[src/verilog/enigma_pkg.sv]
// shared widths, code word layout and column permutation rule, imported by every cipher block
`default_nettype none

package enigma_pkg;

    //==========================================================
    // widths and sizes
    //==========================================================
    // one code word
    localparam int CODE_W      = 6;
    // group field and column field
    localparam int GROUP_W     = 3;
    // entries in one rotor
    localparam int ROTOR_DEPTH = 64;
    // rotor A then rotor B
    localparam int LOAD_LEN    = 128;

    typedef logic [CODE_W-1:0]  code_t;
    typedef logic [GROUP_W-1:0] col_t;

    // same six bits, seen as a table index or as group plus column
    typedef union packed {
        code_t whole;
        struct packed {
            col_t group;
            col_t column;
        } fields;
    } code_word_u;

    //==========================================================
    // rotor B column reorder
    //==========================================================
    // row per rotation select
    // entry d names the old position that lands at position d
    localparam col_t perm_table [1 << GROUP_W][1 << GROUP_W] = '{
        '{0, 1, 2, 3, 4, 5, 6, 7},
        '{1, 0, 3, 2, 5, 4, 7, 6},
        '{2, 3, 0, 1, 6, 7, 4, 5},
        '{0, 4, 5, 6, 1, 2, 3, 7},
        '{4, 5, 6, 7, 0, 1, 2, 3},
        '{5, 6, 7, 3, 4, 0, 1, 2},
        '{6, 7, 3, 2, 5, 4, 0, 1},
        '{7, 6, 5, 4, 3, 2, 1, 0}
    };

endpackage

`default_nettype wire

[src/verilog/rotor_store.sv]
// holds both rotor tables, loaded by shifting, with table lookups and reverse searches
`timescale 1ns/1ps
`default_nettype none

module rotor_store
    import enigma_pkg::*;
(
    input  logic  clk,
    // load stream
    input  logic  load_valid,
    input  code_t load_code,
    // forward lookups
    input  code_t a_index,
    output code_t a_value,
    input  code_t b_index,
    output code_t b_value,
    // reverse searches
    input  code_t a_search,
    output code_t a_hit,
    input  code_t b_search,
    output code_t b_hit
);

    //==========================================================
    // table storage
    //==========================================================
    // lower half rotor A, upper half rotor B
    code_t store [LOAD_LEN];

    // new code enters at the top, older codes move down
    // after a full load the first code sits at entry 0
    always_ff @(posedge clk) begin
        if (load_valid) begin
            for (int i = 0; i < LOAD_LEN - 1; i++) begin
                store[i] <= store[i + 1];
            end
            store[LOAD_LEN - 1] <= load_code;
        end
    end

    //==========================================================
    // forward lookups
    //==========================================================
    // rotor A straight from the lower half
    assign a_value = store[a_index];

    // rotor B offset into the upper half
    assign b_value = store[ROTOR_DEPTH + int'(b_index)];

    //==========================================================
    // reverse searches
    //==========================================================
    // scan from the top down so the lowest matching index wins
    // with permutation tables exactly one entry matches
    // no match falls back to the last index
    always_comb begin
        a_hit = code_t'(ROTOR_DEPTH - 1);
        b_hit = code_t'(ROTOR_DEPTH - 1);
        for (int i = ROTOR_DEPTH - 1; i >= 0; i--) begin
            // rotor A compare
            if (store[i] == a_search) begin
                a_hit = code_t'(i);
            end
            // rotor B compare, same index space as A
            if (store[ROTOR_DEPTH + i] == b_search) begin
                b_hit = code_t'(i);
            end
        end
    end

endmodule

`default_nettype wire

[src/verilog/column_permuter.sv]
// rotor B column order state, stepped per code, with forward map and reverse column search
`timescale 1ns/1ps
`default_nettype none

module column_permuter
    import enigma_pkg::*;
(
    input  logic clk,
    input  logic rst_n,
    // advance the order, identity when low
    input  logic step,
    input  col_t rot_sel,
    // forward column map
    input  col_t column_in,
    output col_t column_out,
    // reverse column map
    input  col_t column_search,
    output col_t column_hit
);

    //==========================================================
    // column positions
    //==========================================================
    // pos[j] is the physical column used for logical column j
    col_t pos [1 << GROUP_W];

    // reorder pos per the selected permutation row
    // fall back to identity between strings
    always_ff @(posedge clk or negedge rst_n) begin
        if (!rst_n) begin
            for (int d = 0; d < (1 << GROUP_W); d++) begin
                pos[d] <= col_t'(d);
            end
        end else if (step) begin
            for (int d = 0; d < (1 << GROUP_W); d++) begin
                pos[d] <= pos[perm_table[rot_sel][d]];
            end
        end else begin
            for (int d = 0; d < (1 << GROUP_W); d++) begin
                pos[d] <= col_t'(d);
            end
        end
    end

    //==========================================================
    // forward map
    //==========================================================
    // logical column of rotor A output to rotor B column
    assign column_out = pos[column_in];

    //==========================================================
    // reverse map
    //==========================================================
    // find j with pos[j] equal to the searched column
    // pos is always a permutation so one j matches
    always_comb begin
        column_hit = col_t'((1 << GROUP_W) - 1);
        for (int j = (1 << GROUP_W) - 1; j >= 0; j--) begin
            if (pos[j] == column_search) begin
                column_hit = col_t'(j);
            end
        end
    end

endmodule

`default_nettype wire

[src/verilog/cipher_datapath.sv]
// cipher pipeline control, mode capture, input stage, offset register and output register
`timescale 1ns/1ps
`default_nettype none

module cipher_datapath
    import enigma_pkg::*;
(
    input  logic  clk,
    input  logic  rst_n,
    input  logic  in_valid,
    input  logic  in_valid_2,
    input  logic  crypt_mode,
    input  code_t code_in,
    // rotor store lookups
    output code_t a_index,
    input  code_t a_value,
    output code_t b_index,
    input  code_t b_value,
    output code_t a_search,
    input  code_t a_hit,
    output code_t b_search,
    input  code_t b_hit,
    // column permuter maps
    output col_t  column_in,
    input  col_t  column_out,
    output col_t  column_search,
    input  col_t  column_hit,
    output logic  step,
    output col_t  rot_sel,
    // result
    output logic  out_valid,
    output code_t out_code
);

    logic       in_valid_d;
    logic       mode;
    logic       s1_valid;
    code_t      s1_code;
    // rotor A offset
    code_t      k;
    logic [1:0] k_step;
    code_word_u a_word;
    code_word_u b_idx_word;
    code_word_u ib_word;
    code_word_u ia_word;
    // reflector output
    code_t      r;
    code_t      result;

    //==========================================================
    // mode capture
    //==========================================================
    // sample crypt_mode on the first cycle of a load
    always_ff @(posedge clk or negedge rst_n) begin
        if (!rst_n) begin
            in_valid_d <= 1'b0;
            mode       <= 1'b0;
        end else begin
            in_valid_d <= in_valid;
            if (in_valid && !in_valid_d) begin
                mode <= crypt_mode;
            end
        end
    end

    //==========================================================
    // stage 1
    //==========================================================
    always_ff @(posedge clk or negedge rst_n) begin
        if (!rst_n) begin
            s1_valid <= 1'b0;
        end else begin
            s1_valid <= in_valid_2;
        end
    end

    // raw code word, held only while a string is streaming
    always_ff @(posedge clk) begin
        if (in_valid_2) begin
            s1_code <= code_in;
        end
    end

    //==========================================================
    // cipher chain
    //==========================================================
    // rotor A shifted back by the offset
    assign a_index = s1_code - k;

    always_comb begin
        // rotor A output split into group and column
        a_word.whole              = a_value;
        // rotor B keeps the group, column goes through the permuter
        b_idx_word.fields.group   = a_word.fields.group;
        b_idx_word.fields.column  = column_out;
        // reflector mirrors the code space
        r                         = code_t'(ROTOR_DEPTH - 1) - b_value;
        // rotor B inverse, then undo the column permutation
        ib_word.whole             = b_hit;
        ia_word.fields.group      = ib_word.fields.group;
        ia_word.fields.column     = column_hit;
    end

    assign column_in     = a_word.fields.column;
    assign b_index       = b_idx_word.whole;
    assign b_search      = r;
    assign column_search = ib_word.fields.column;
    assign a_search      = ia_word.whole;

    // rotor A inverse, shift forward again
    assign result = a_hit + k;

    //==========================================================
    // rotor state stepping
    //==========================================================
    // decrypt steps from the return path so it mirrors encrypt
    assign k_step  = mode ? ia_word.whole[1:0] : a_value[1:0];
    assign rot_sel = mode ? r[GROUP_W-1:0] : b_value[GROUP_W-1:0];
    assign step    = s1_valid;

    // offset advances per code, clears once the string is gone
    always_ff @(posedge clk or negedge rst_n) begin
        if (!rst_n) begin
            k <= '0;
        end else if (s1_valid) begin
            k <= k + code_t'(k_step);
        end else begin
            k <= '0;
        end
    end

    //==========================================================
    // output register
    //==========================================================
    always_ff @(posedge clk or negedge rst_n) begin
        if (!rst_n) begin
            out_valid <= 1'b0;
            out_code  <= '0;
        end else begin
            out_valid <= s1_valid;
            out_code  <= s1_valid ? result : '0;
        end
    end

endmodule

`default_nettype wire

[src/verilog/enigma_top.sv]
// cipher top level, connects rotor store, column permuter and datapath to the host pins
`timescale 1ns/1ps
`default_nettype none

module enigma_top
    import enigma_pkg::*;
(
    input  logic  clk,
    input  logic  rst_n,
    input  logic  in_valid,
    input  logic  in_valid_2,
    input  logic  crypt_mode,
    input  code_t code_in,
    output logic  out_valid,
    output code_t out_code
);

    // store lookups
    code_t a_index;
    code_t a_value;
    code_t b_index;
    code_t b_value;
    code_t a_search;
    code_t a_hit;
    code_t b_search;
    code_t b_hit;
    // column map
    col_t  column_in;
    col_t  column_out;
    col_t  column_search;
    col_t  column_hit;
    logic  step;
    col_t  rot_sel;

    //==========================================================
    // rotor tables, loaded straight from the host stream
    //==========================================================
    rotor_store store_i (
        .clk        (clk),
        .load_valid (in_valid),
        .load_code  (code_in),
        .a_index    (a_index),
        .a_value    (a_value),
        .b_index    (b_index),
        .b_value    (b_value),
        .a_search   (a_search),
        .a_hit      (a_hit),
        .b_search   (b_search),
        .b_hit      (b_hit)
    );

    // rotor B column order
    column_permuter perm_i (
        .clk           (clk),
        .rst_n         (rst_n),
        .step          (step),
        .rot_sel       (rot_sel),
        .column_in     (column_in),
        .column_out    (column_out),
        .column_search (column_search),
        .column_hit    (column_hit)
    );

    // pipeline and control
    cipher_datapath dp_i (
        .clk           (clk),
        .rst_n         (rst_n),
        .in_valid      (in_valid),
        .in_valid_2    (in_valid_2),
        .crypt_mode    (crypt_mode),
        .code_in       (code_in),
        .a_index       (a_index),
        .a_value       (a_value),
        .b_index       (b_index),
        .b_value       (b_value),
        .a_search      (a_search),
        .a_hit         (a_hit),
        .b_search      (b_search),
        .b_hit         (b_hit),
        .column_in     (column_in),
        .column_out    (column_out),
        .column_search (column_search),
        .column_hit    (column_hit),
        .step          (step),
        .rot_sel       (rot_sel),
        .out_valid     (out_valid),
        .out_code      (out_code)
    );

endmodule

`default_nettype wire

[config.mk]
export PLATFORM = sky130hd
export DESIGN_NAME = enigma_top
export DESIGN_NICKNAME = d
export VERILOG_FILES = /design/src/verilog/enigma_pkg.sv /design/src/verilog/rotor_store.sv /design/src/verilog/column_permuter.sv /design/src/verilog/cipher_datapath.sv /design/src/verilog/enigma_top.sv
export SDC_FILE = /design/constraint.sdc
export NUM_CORES = 2
export LEC_CHECK = 0
export ABC_AREA = 1
export BUFFER_PORTS_ARGS = -buffer_cell sky130_fd_sc_hd__buf_2
export CAP_MARGIN = 0
export CORE_MARGIN = 3
export CORE_UTILIZATION = 31
export DETAILED_ROUTE_END_ITERATION = 10
export HOLD_SLACK_MARGIN = 0.12
export SLEW_MARGIN = 40
export SYNTH_ARGS = -nofsm -noshare
export SYNTH_HDL_FRONTEND = slang
export SYNTH_SLANG_ARGS = --single-unit
[constraint.sdc]
create_clock -name clk -period 11.4 [get_ports clk]
set_input_delay 2.28 -clock clk [delete_from_list [all_inputs] [get_ports clk]]
set_output_delay 2.28 -clock clk [all_outputs]
set_load 0.05 [all_outputs]
Word level (Yosys, flattened, before mapping)
Memory sizes are Yosys's and may differ from the RTL's.
Cells that the tools add are included.
{"block": "word_totals", "register_bits": 46, "ramBits": 768, "romBits": 192, "inputBits": 11, "out_inout_bits": 7, "elab_cells": 346, "n_memories": 2}
{"block": "op_classes", "add_sub_neg": 5, "n_lt_le_gt_ge": 10, "eq_ne": 133, "n_mux": 169, "n_bitwise": 10, "n_reduce_logical": 2}
{"name": "store_i.store", "depth": 128, "word_bits": 6, "read_ports": 130, "rd_ports_with_merged_regs": 0, "wr": 128, "line": "rotor_store.sv:28", "text": "code_t store [LOAD_LEN];"}
{"name": "(no name shown)", "depth": 8, "word_bits": 24, "read_ports": 1, "rd_ports_with_merged_regs": 0, "wr": 0, "line": "column_permuter.sv:36", "text": "pos[d] <= pos[perm_table[rot_sel][d]];"}
{"operator": "$eq 6x6->1", "n": 126}
{"operator": "$mux 6", "n": 66}
{"operator": "$mux 5", "n": 32}
{"operator": "$mux 3", "n": 31}
{"operator": "$bmux 3 s3", "n": 9}
{"operator": "$mux 24", "n": 3}
{"operator": "$mux 4", "n": 16}
{"operator": "$ge 4x4->1 const B", "n": 10}
{"operator": "$not 3->4", "n": 10}
{"operator": "$eq 3x3->1", "n": 7}
{"operator": "$mux 2", "n": 7}
{"operator": "$add 7x6->7 const A", "n": 1}
{"operator": "$add 6x2->6", "n": 1}
{"operator": "$add 6x6->6", "n": 1}
{"operator": "$sub 6x6->6", "n": 1}
{"operator": "$sub 6x6->6 const A", "n": 1}
{"operator": "$mux 1", "n": 5}
{"operator": "$logic_and 1x1->1", "n": 1}
{"operator": "$logic_not 1->1", "n": 1}

Depth between registers and ports, before layout
An unclocked memory read counts as a cell.
{"block": "logic_depth", "depth_word": 147, "ltp_mapped": 180, "mapped_depth_nobuf": 177}

Cells and area by module
A second synthesis with hierarchy kept.
{"block": "unflattened", "cells_unflattened": 4633, "hier_area_um2": 44704.1}
{"mod": "rotor_store", "n_inst": 1, "cells_each": 3972, "area_per_inst_um2": 40094.7, "seq_area_each_um2": 23062.1}
{"mod": "column_permuter", "n_inst": 1, "cells_each": 504, "area_per_inst_um2": 3201.8, "seq_area_each_um2": 615.6}
{"mod": "cipher_datapath", "n_inst": 1, "cells_each": 157, "area_per_inst_um2": 1407.6, "seq_area_each_um2": 580.6}

Least setup slack after synthesis
Ideal clock, no wire load.
{"block": "synth_path", "path_kind": "reg-to-reg", "from": "register dp_i.k[0]", "to": "register dp_i.out_code[5]", "setup_ns": 0.119, "arrival_ns": 11.325, "slack_ns": -0.043, "stages_incl_launch_ff": 155, "n_path_buf": 7, "synth_period_minus_slack_ns": 11.443, "cell_sequence": "dfrtp_1 > ha_1 > fa_1 > inv_2 > buf_4 > buf_4 > buf_2 > buf_2 > buf_4 > a21oi_1 > o21ai_1 > o21ai_0 > nand2_1 > a31oi_1 > a31oi_1 > o21ai_1 > inv_2 > nand3_2 > (+119 left out) > nand2_1 > nand2_1 > nand2_1 > nand2_1 > nand2_1 > nand2_1 > a21oi_1 > ha_1 > inv_1 > nor2_1 > a211oi_1 > nor2_1 > nor2_1 > nor2_1 > nor2_1 > xor2_1 > a21oi_1 > o21a_1"}
{"block": "synth_via", "elab_chain_len": 147}
{"item": "from (decl)", "line": "cipher_datapath.sv:40", "text": "code_t k;"}
{"item": "from (signal assigned)", "line": "cipher_datapath.sv:126", "text": "k <= k + code_t'(k_step);"}
{"item": "$sub 6x6->6", "line": "cipher_datapath.sv:88", "text": "assign a_index = s1_code - k;"}
{"item": "$mem_v2 128x6"}
{"item": "$not 3->4 (not written as such)", "line": "column_permuter.sv:49", "text": "assign column_out = pos[column_in];"}
{"item": "$bmux 3 s3", "line": "column_permuter.sv:49"}
{"item": "$mux 3 (not written as such) (2 in series)", "line": "column_permuter.sv:49"}
{"item": "$add 7x6->7", "line": "rotor_store.sv:48", "text": "assign b_value = store[ROTOR_DEPTH + int'(b_index)];"}
{"item": "$mem_v2 128x6"}
{"item": "$sub 6x6->6", "line": "cipher_datapath.sv:97", "text": "r = code_t'(ROTOR_DEPTH - 1) - b_value;"}
{"item": "(+73 left out)"}
{"item": "$mux 1", "line": "rotor_store.sv:61", "text": "if (store[i] == a_search) begin"}
{"item": "$mux 2 (2 in series)", "line": "rotor_store.sv:61"}
{"item": "$mux 3 (4 in series)", "line": "rotor_store.sv:61"}
{"item": "$mux 4 (8 in series)", "line": "rotor_store.sv:61"}
{"item": "$mux 5 (16 in series)", "line": "rotor_store.sv:61"}
{"item": "$mux 6 (32 in series)", "line": "rotor_store.sv:61"}
{"item": "$add 6x6->6 (*)", "line": "cipher_datapath.sv:111", "text": "assign result = a_hit + k;"}
{"item": "$mux 6 (*)", "line": "cipher_datapath.sv:141", "text": "out_code <= s1_valid ? result : '0;"}
{"item": "to (signal assigned)", "line": "cipher_datapath.sv:141"}
{"item": "to (decl)", "line": "cipher_datapath.sv:32", "text": "output code_t out_code"}
Every way passes the cells marked *; elsewhere a longest branch is shown, timed or not. The select of a mux whose other input is x is not followed.
A chain may end at the register's enable or synchronous reset.

Worst setup path after layout
{"block": "layout_path", "from": "register dp_i.s1_code[0]", "to": "register dp_i.out_code[5]"}
{"block": "layout_via", "elab_chain_len": 147}
{"item": "from (decl)", "line": "cipher_datapath.sv:38", "text": "code_t s1_code;"}
{"item": "from (signal assigned)", "line": "cipher_datapath.sv:80", "text": "s1_code <= code_in;"}
{"item": "$sub 6x6->6 (*)", "line": "cipher_datapath.sv:88"}
{"item": "$mem_v2 128x6"}
{"item": "$not 3->4 (not written as such)", "line": "column_permuter.sv:49"}
{"item": "$bmux 3 s3", "line": "column_permuter.sv:49"}
{"item": "$mux 3 (not written as such) (2 in series)", "line": "column_permuter.sv:49"}
{"item": "$add 7x6->7 (*)", "line": "rotor_store.sv:48"}
{"item": "$mem_v2 128x6"}
{"item": "$sub 6x6->6 (*)", "line": "cipher_datapath.sv:97"}
{"item": "(+74 left out)"}
{"item": "$mux 2 (2 in series)", "line": "rotor_store.sv:61"}
{"item": "$mux 3 (4 in series)", "line": "rotor_store.sv:61"}
{"item": "$mux 4 (8 in series)", "line": "rotor_store.sv:61"}
{"item": "$mux 5 (16 in series)", "line": "rotor_store.sv:61"}
{"item": "$mux 6 (31 in series)", "line": "rotor_store.sv:61"}
{"item": "$mux 6 (*)", "line": "rotor_store.sv:61"}
{"item": "$add 6x6->6 (*)", "line": "cipher_datapath.sv:111"}
{"item": "$mux 6 (*)", "line": "cipher_datapath.sv:141"}
Marks and branches as above.

==> flow_metrics.tcl <==
set metrics [dict create \
    endpoint_kind "flip-flop" \
    synth_edf_count 774 \
    reg2reg_to "dp_i.out_code[5]" \
    ant_nets 0 \
    grt_pass1_wl_microns 222000 \
    reg2reg_setup_slack_ns -2.52 \
    cpPeakStageDelay_ns 0.72 \
    rsz0062_at_grt "yes" \
    cts_sinks 814 \
    syn_area_sq_um 46200 \
    r2r_start "dp_i.s1_code[0]" \
    m1WireLength_microns 64000 \
    critPathArrivalTime_ns 14.49 \
    min_delay_path_depth 0 \
    holdCritStartpoint "store_i.store[41][5]" \
    gp_congestion 0.897 \
    yosys_most_used_dff "edfxtp_1" \
    firstDrtPassIters 6 \
    layout.cells.most_common "buf_4" \
    cp.required_ns 11.97 \
    yosys_warnings 0 \
    holdWs_ns 0.447 \
    start_kind "flip-flop" \
    htree_levels 3 \
    hp-class "reg2reg" \
    setup_violations 6 \
    synth_top_cell_by_area "edfxtp_1" \
    slowest_stage "fa_4" \
    drt-initial-drc-count 3604 \
    synthesis.nets 4972 \
    cp_num_cells 163 \
    highest_layer "met4" \
    cp_max_fo 15 \
    fin_skew_ns 0.0274 \
    grt_pass1_vias 38750 \
    wl_per_cell_microns 18.2 \
    ios 18 \
    synth.distinct_cells 62 \
    wl_met3_microns 8800 \
    numCtsBuffers 89 \
    grt_overflow 0 \
    cp_num_buf_inv 12 \
    rr_worst_depth 163 \
    area_growth_pct 30.5 \
    via_per_inst 5.01 \
    crit_family "simple AND/OR/NAND/NOR gates" \
    syn_inst 4941 \
    crit_top_cell "nand2_1" \
    grt_start_max_net_pins 119 \
    dp_hpwl_microns 98400 \
    drv_cap 0 \
    status "complete, but fails checks" \
    ys_seq_elements 814 \
    holdPathEnd "store_i.store[40][5]" \
    mostFrequentLayoutCells "buf_4 (1,048), nand2_1 (973), edfxtp_1 (774)" \
    worst_slack_ns -2.52 \
    fin_nets 5933 \
    violations "setup timing" \
    clk_transition_reported_paths_ns 0.06 \
    rows 141 \
    yosys-top-cells-area "edfxtp_1 (50%), nand2_1 (8.0%), xor2_1 (7.2%), nand3_1 (7.1%), xnor2_1 (3.7%)" \
    ys_async_sr_fraction_pct 4.91 \
    core_area_sq_um 148000 \
    worst_slew_pin_slew_ns 0.830 \
    wl_microns 144000 \
    drc_errors 0 \
    cts_tree "done" \
    syn_avg_cell_area_sq_um 9.35 \
    die_h_microns 392 \
    clkLatencyLatePin_ns 0.71 \
    relSlewSlack_pct 44.7 \
    dr_wl_met2_microns 67300 \
    path_class "reg2reg" \
    maxSlewViolCount 0 \
    ctsLongestPathBuffers 3 \
    final_cell_area_sq_um 60300 \
    dr_total_vias 39571 \
    portBuffers 17 \
    seq_area_frac_synth_pct 52.5 \
    fin_crit_ns 13.92 \
    die_x_microns 392 \
    track_usage_pct 18.1 \
    cts_root_buffer "clkbuf_16" \
    hold_viol_final 0 \
    start_util_pct 31.2 \
    fmax_mhz 71.9 \
    die-area_sq_um 154000 \
    post_dp_cell_area_sq_um 56000 \
    period_share_pct 122 \
    antenna_found_initial 0 \
    num_antenna_cells 0 \
    synth_top_cell_area_share_pct 50.3 \
    layout-drive-gt1-share_pct 24.8 \
]
## layout make-up
class | instances | area (sq um)
clock inverters | 56 | 703
flip-flops and latches | 814 | 24300
multi-input cells | 3521 | 19800
fillers | 14317 | 87600
repair buffers | 1152 | 9600
well taps | 1930 | 2410
inverters | 324 | 1240
clock buffers | 109 | 2300
## layer usage
metal  vias to the layer above  track usage [%]
met5                         -                0
met4                         0             5.60
met3                       239             2.73
met2                      1323             29.9
met1                     19015             24.5
li1                      18994                -
## how the worst max path moves through the flow
stage | start | to | slack, ns
after detailed placement | dp_i.k[0] | dp_i.out_code[4] | -2.62
final | dp_i.s1_code[0] | dp_i.out_code[5] | -2.52
after floorplan | dp_i.k[0] | dp_i.out_code[5] | 0.007
after global placement | dp_i.k[0] | dp_i.out_code[4] | -2.92
after global routing | dp_i.k[0] | dp_i.out_code[5] | -4.05
after CTS | dp_i.k[0] | dp_i.out_code[4] | -2.41
## registers in the layout (all words and copies together) (netlist names)
name / count
store_i.store: 768
perm_i.pos: 24
dp_i.k: 6
dp_i.out_code: 6
dp_i.s1_code: 6
dp_i.in_valid_d: 1
dp_i.mode: 1
dp_i.out_valid: 1
dp_i.step: 1
## worst register-to-register path, delay by kind of cell, from the launching register on
kind / cells / cell delay, ns
fa+ha+maj: 3 / 1.02
xor+xnor: 2 / 0.34
buf+inv: 12 / 1.53
compound gates: 10 / 1.30
simple gates: 136 / 9.31
flops: 1 / 0.36
## logic make-up (layout without fill, tap and decap cells)
group                    count (synthesis)  count (layout)  share of synthesized area, %
AO/OA/AOI/OAI                          704             704                          8.72
XOR/XNOR                               576             576                          10.9
adder cells (fa/ha/maj)                 20              20                         0.591
buffers and inverters                  608            1641                          5.99
flip-flops                             814             814                          52.5
AND/OR/NAND/NOR                       2219            2221                          21.2
## cells in the mapped netlist (all sizes together), types with 3 or more instances
cell / instances
nor4: 19
nand3: 665
and2: 7
a21oi: 270
a2111oi: 18
xnor2: 194
clkbuf: 67
xor2: 382
nand3b: 8
o21bai: 4
and3: 16
clkinv: 9
ha: 17
a31oi: 22
o32ai: 3
fa: 3
o2111ai: 3
o221ai: 50
dfrtp: 28
o22ai: 3
edfxtp: 774
o21ai: 271
a211oi: 5
dfstp: 12
a311oi: 12
or2: 45
o211ai: 31
nand4: 73
nor2: 349
nand2: 1009
buf: 217
inv: 315
nor3: 25
## repair_timing
action / in CTS / in global routing
resized for setup: 56 / 75
hold buffers: 0 / 0
pin swaps: 21 / 43
endpoints found under the setup margin: 6 / 11
buffers inserted: 32 / 17
gates cloned: 4 / 6
## through the flow
stage	util [%]	TNS, ns	worst slack (ns)	std cells
after floorplan	-	0	0.00657	4941
after global placement	37.9	-15.74	-2.92	7682
after detailed placement	37.9	-13.85	-2.62	7684
after CTS	40.4	-12.80	-2.41	7885
after global routing	40.8	-23.22	-4.05	7906
final	40.8	-13.45	-2.52	7906
Power is not shown: default switching activity piles up to over one toggle a cycle in this logic, so the estimate is an artifact.
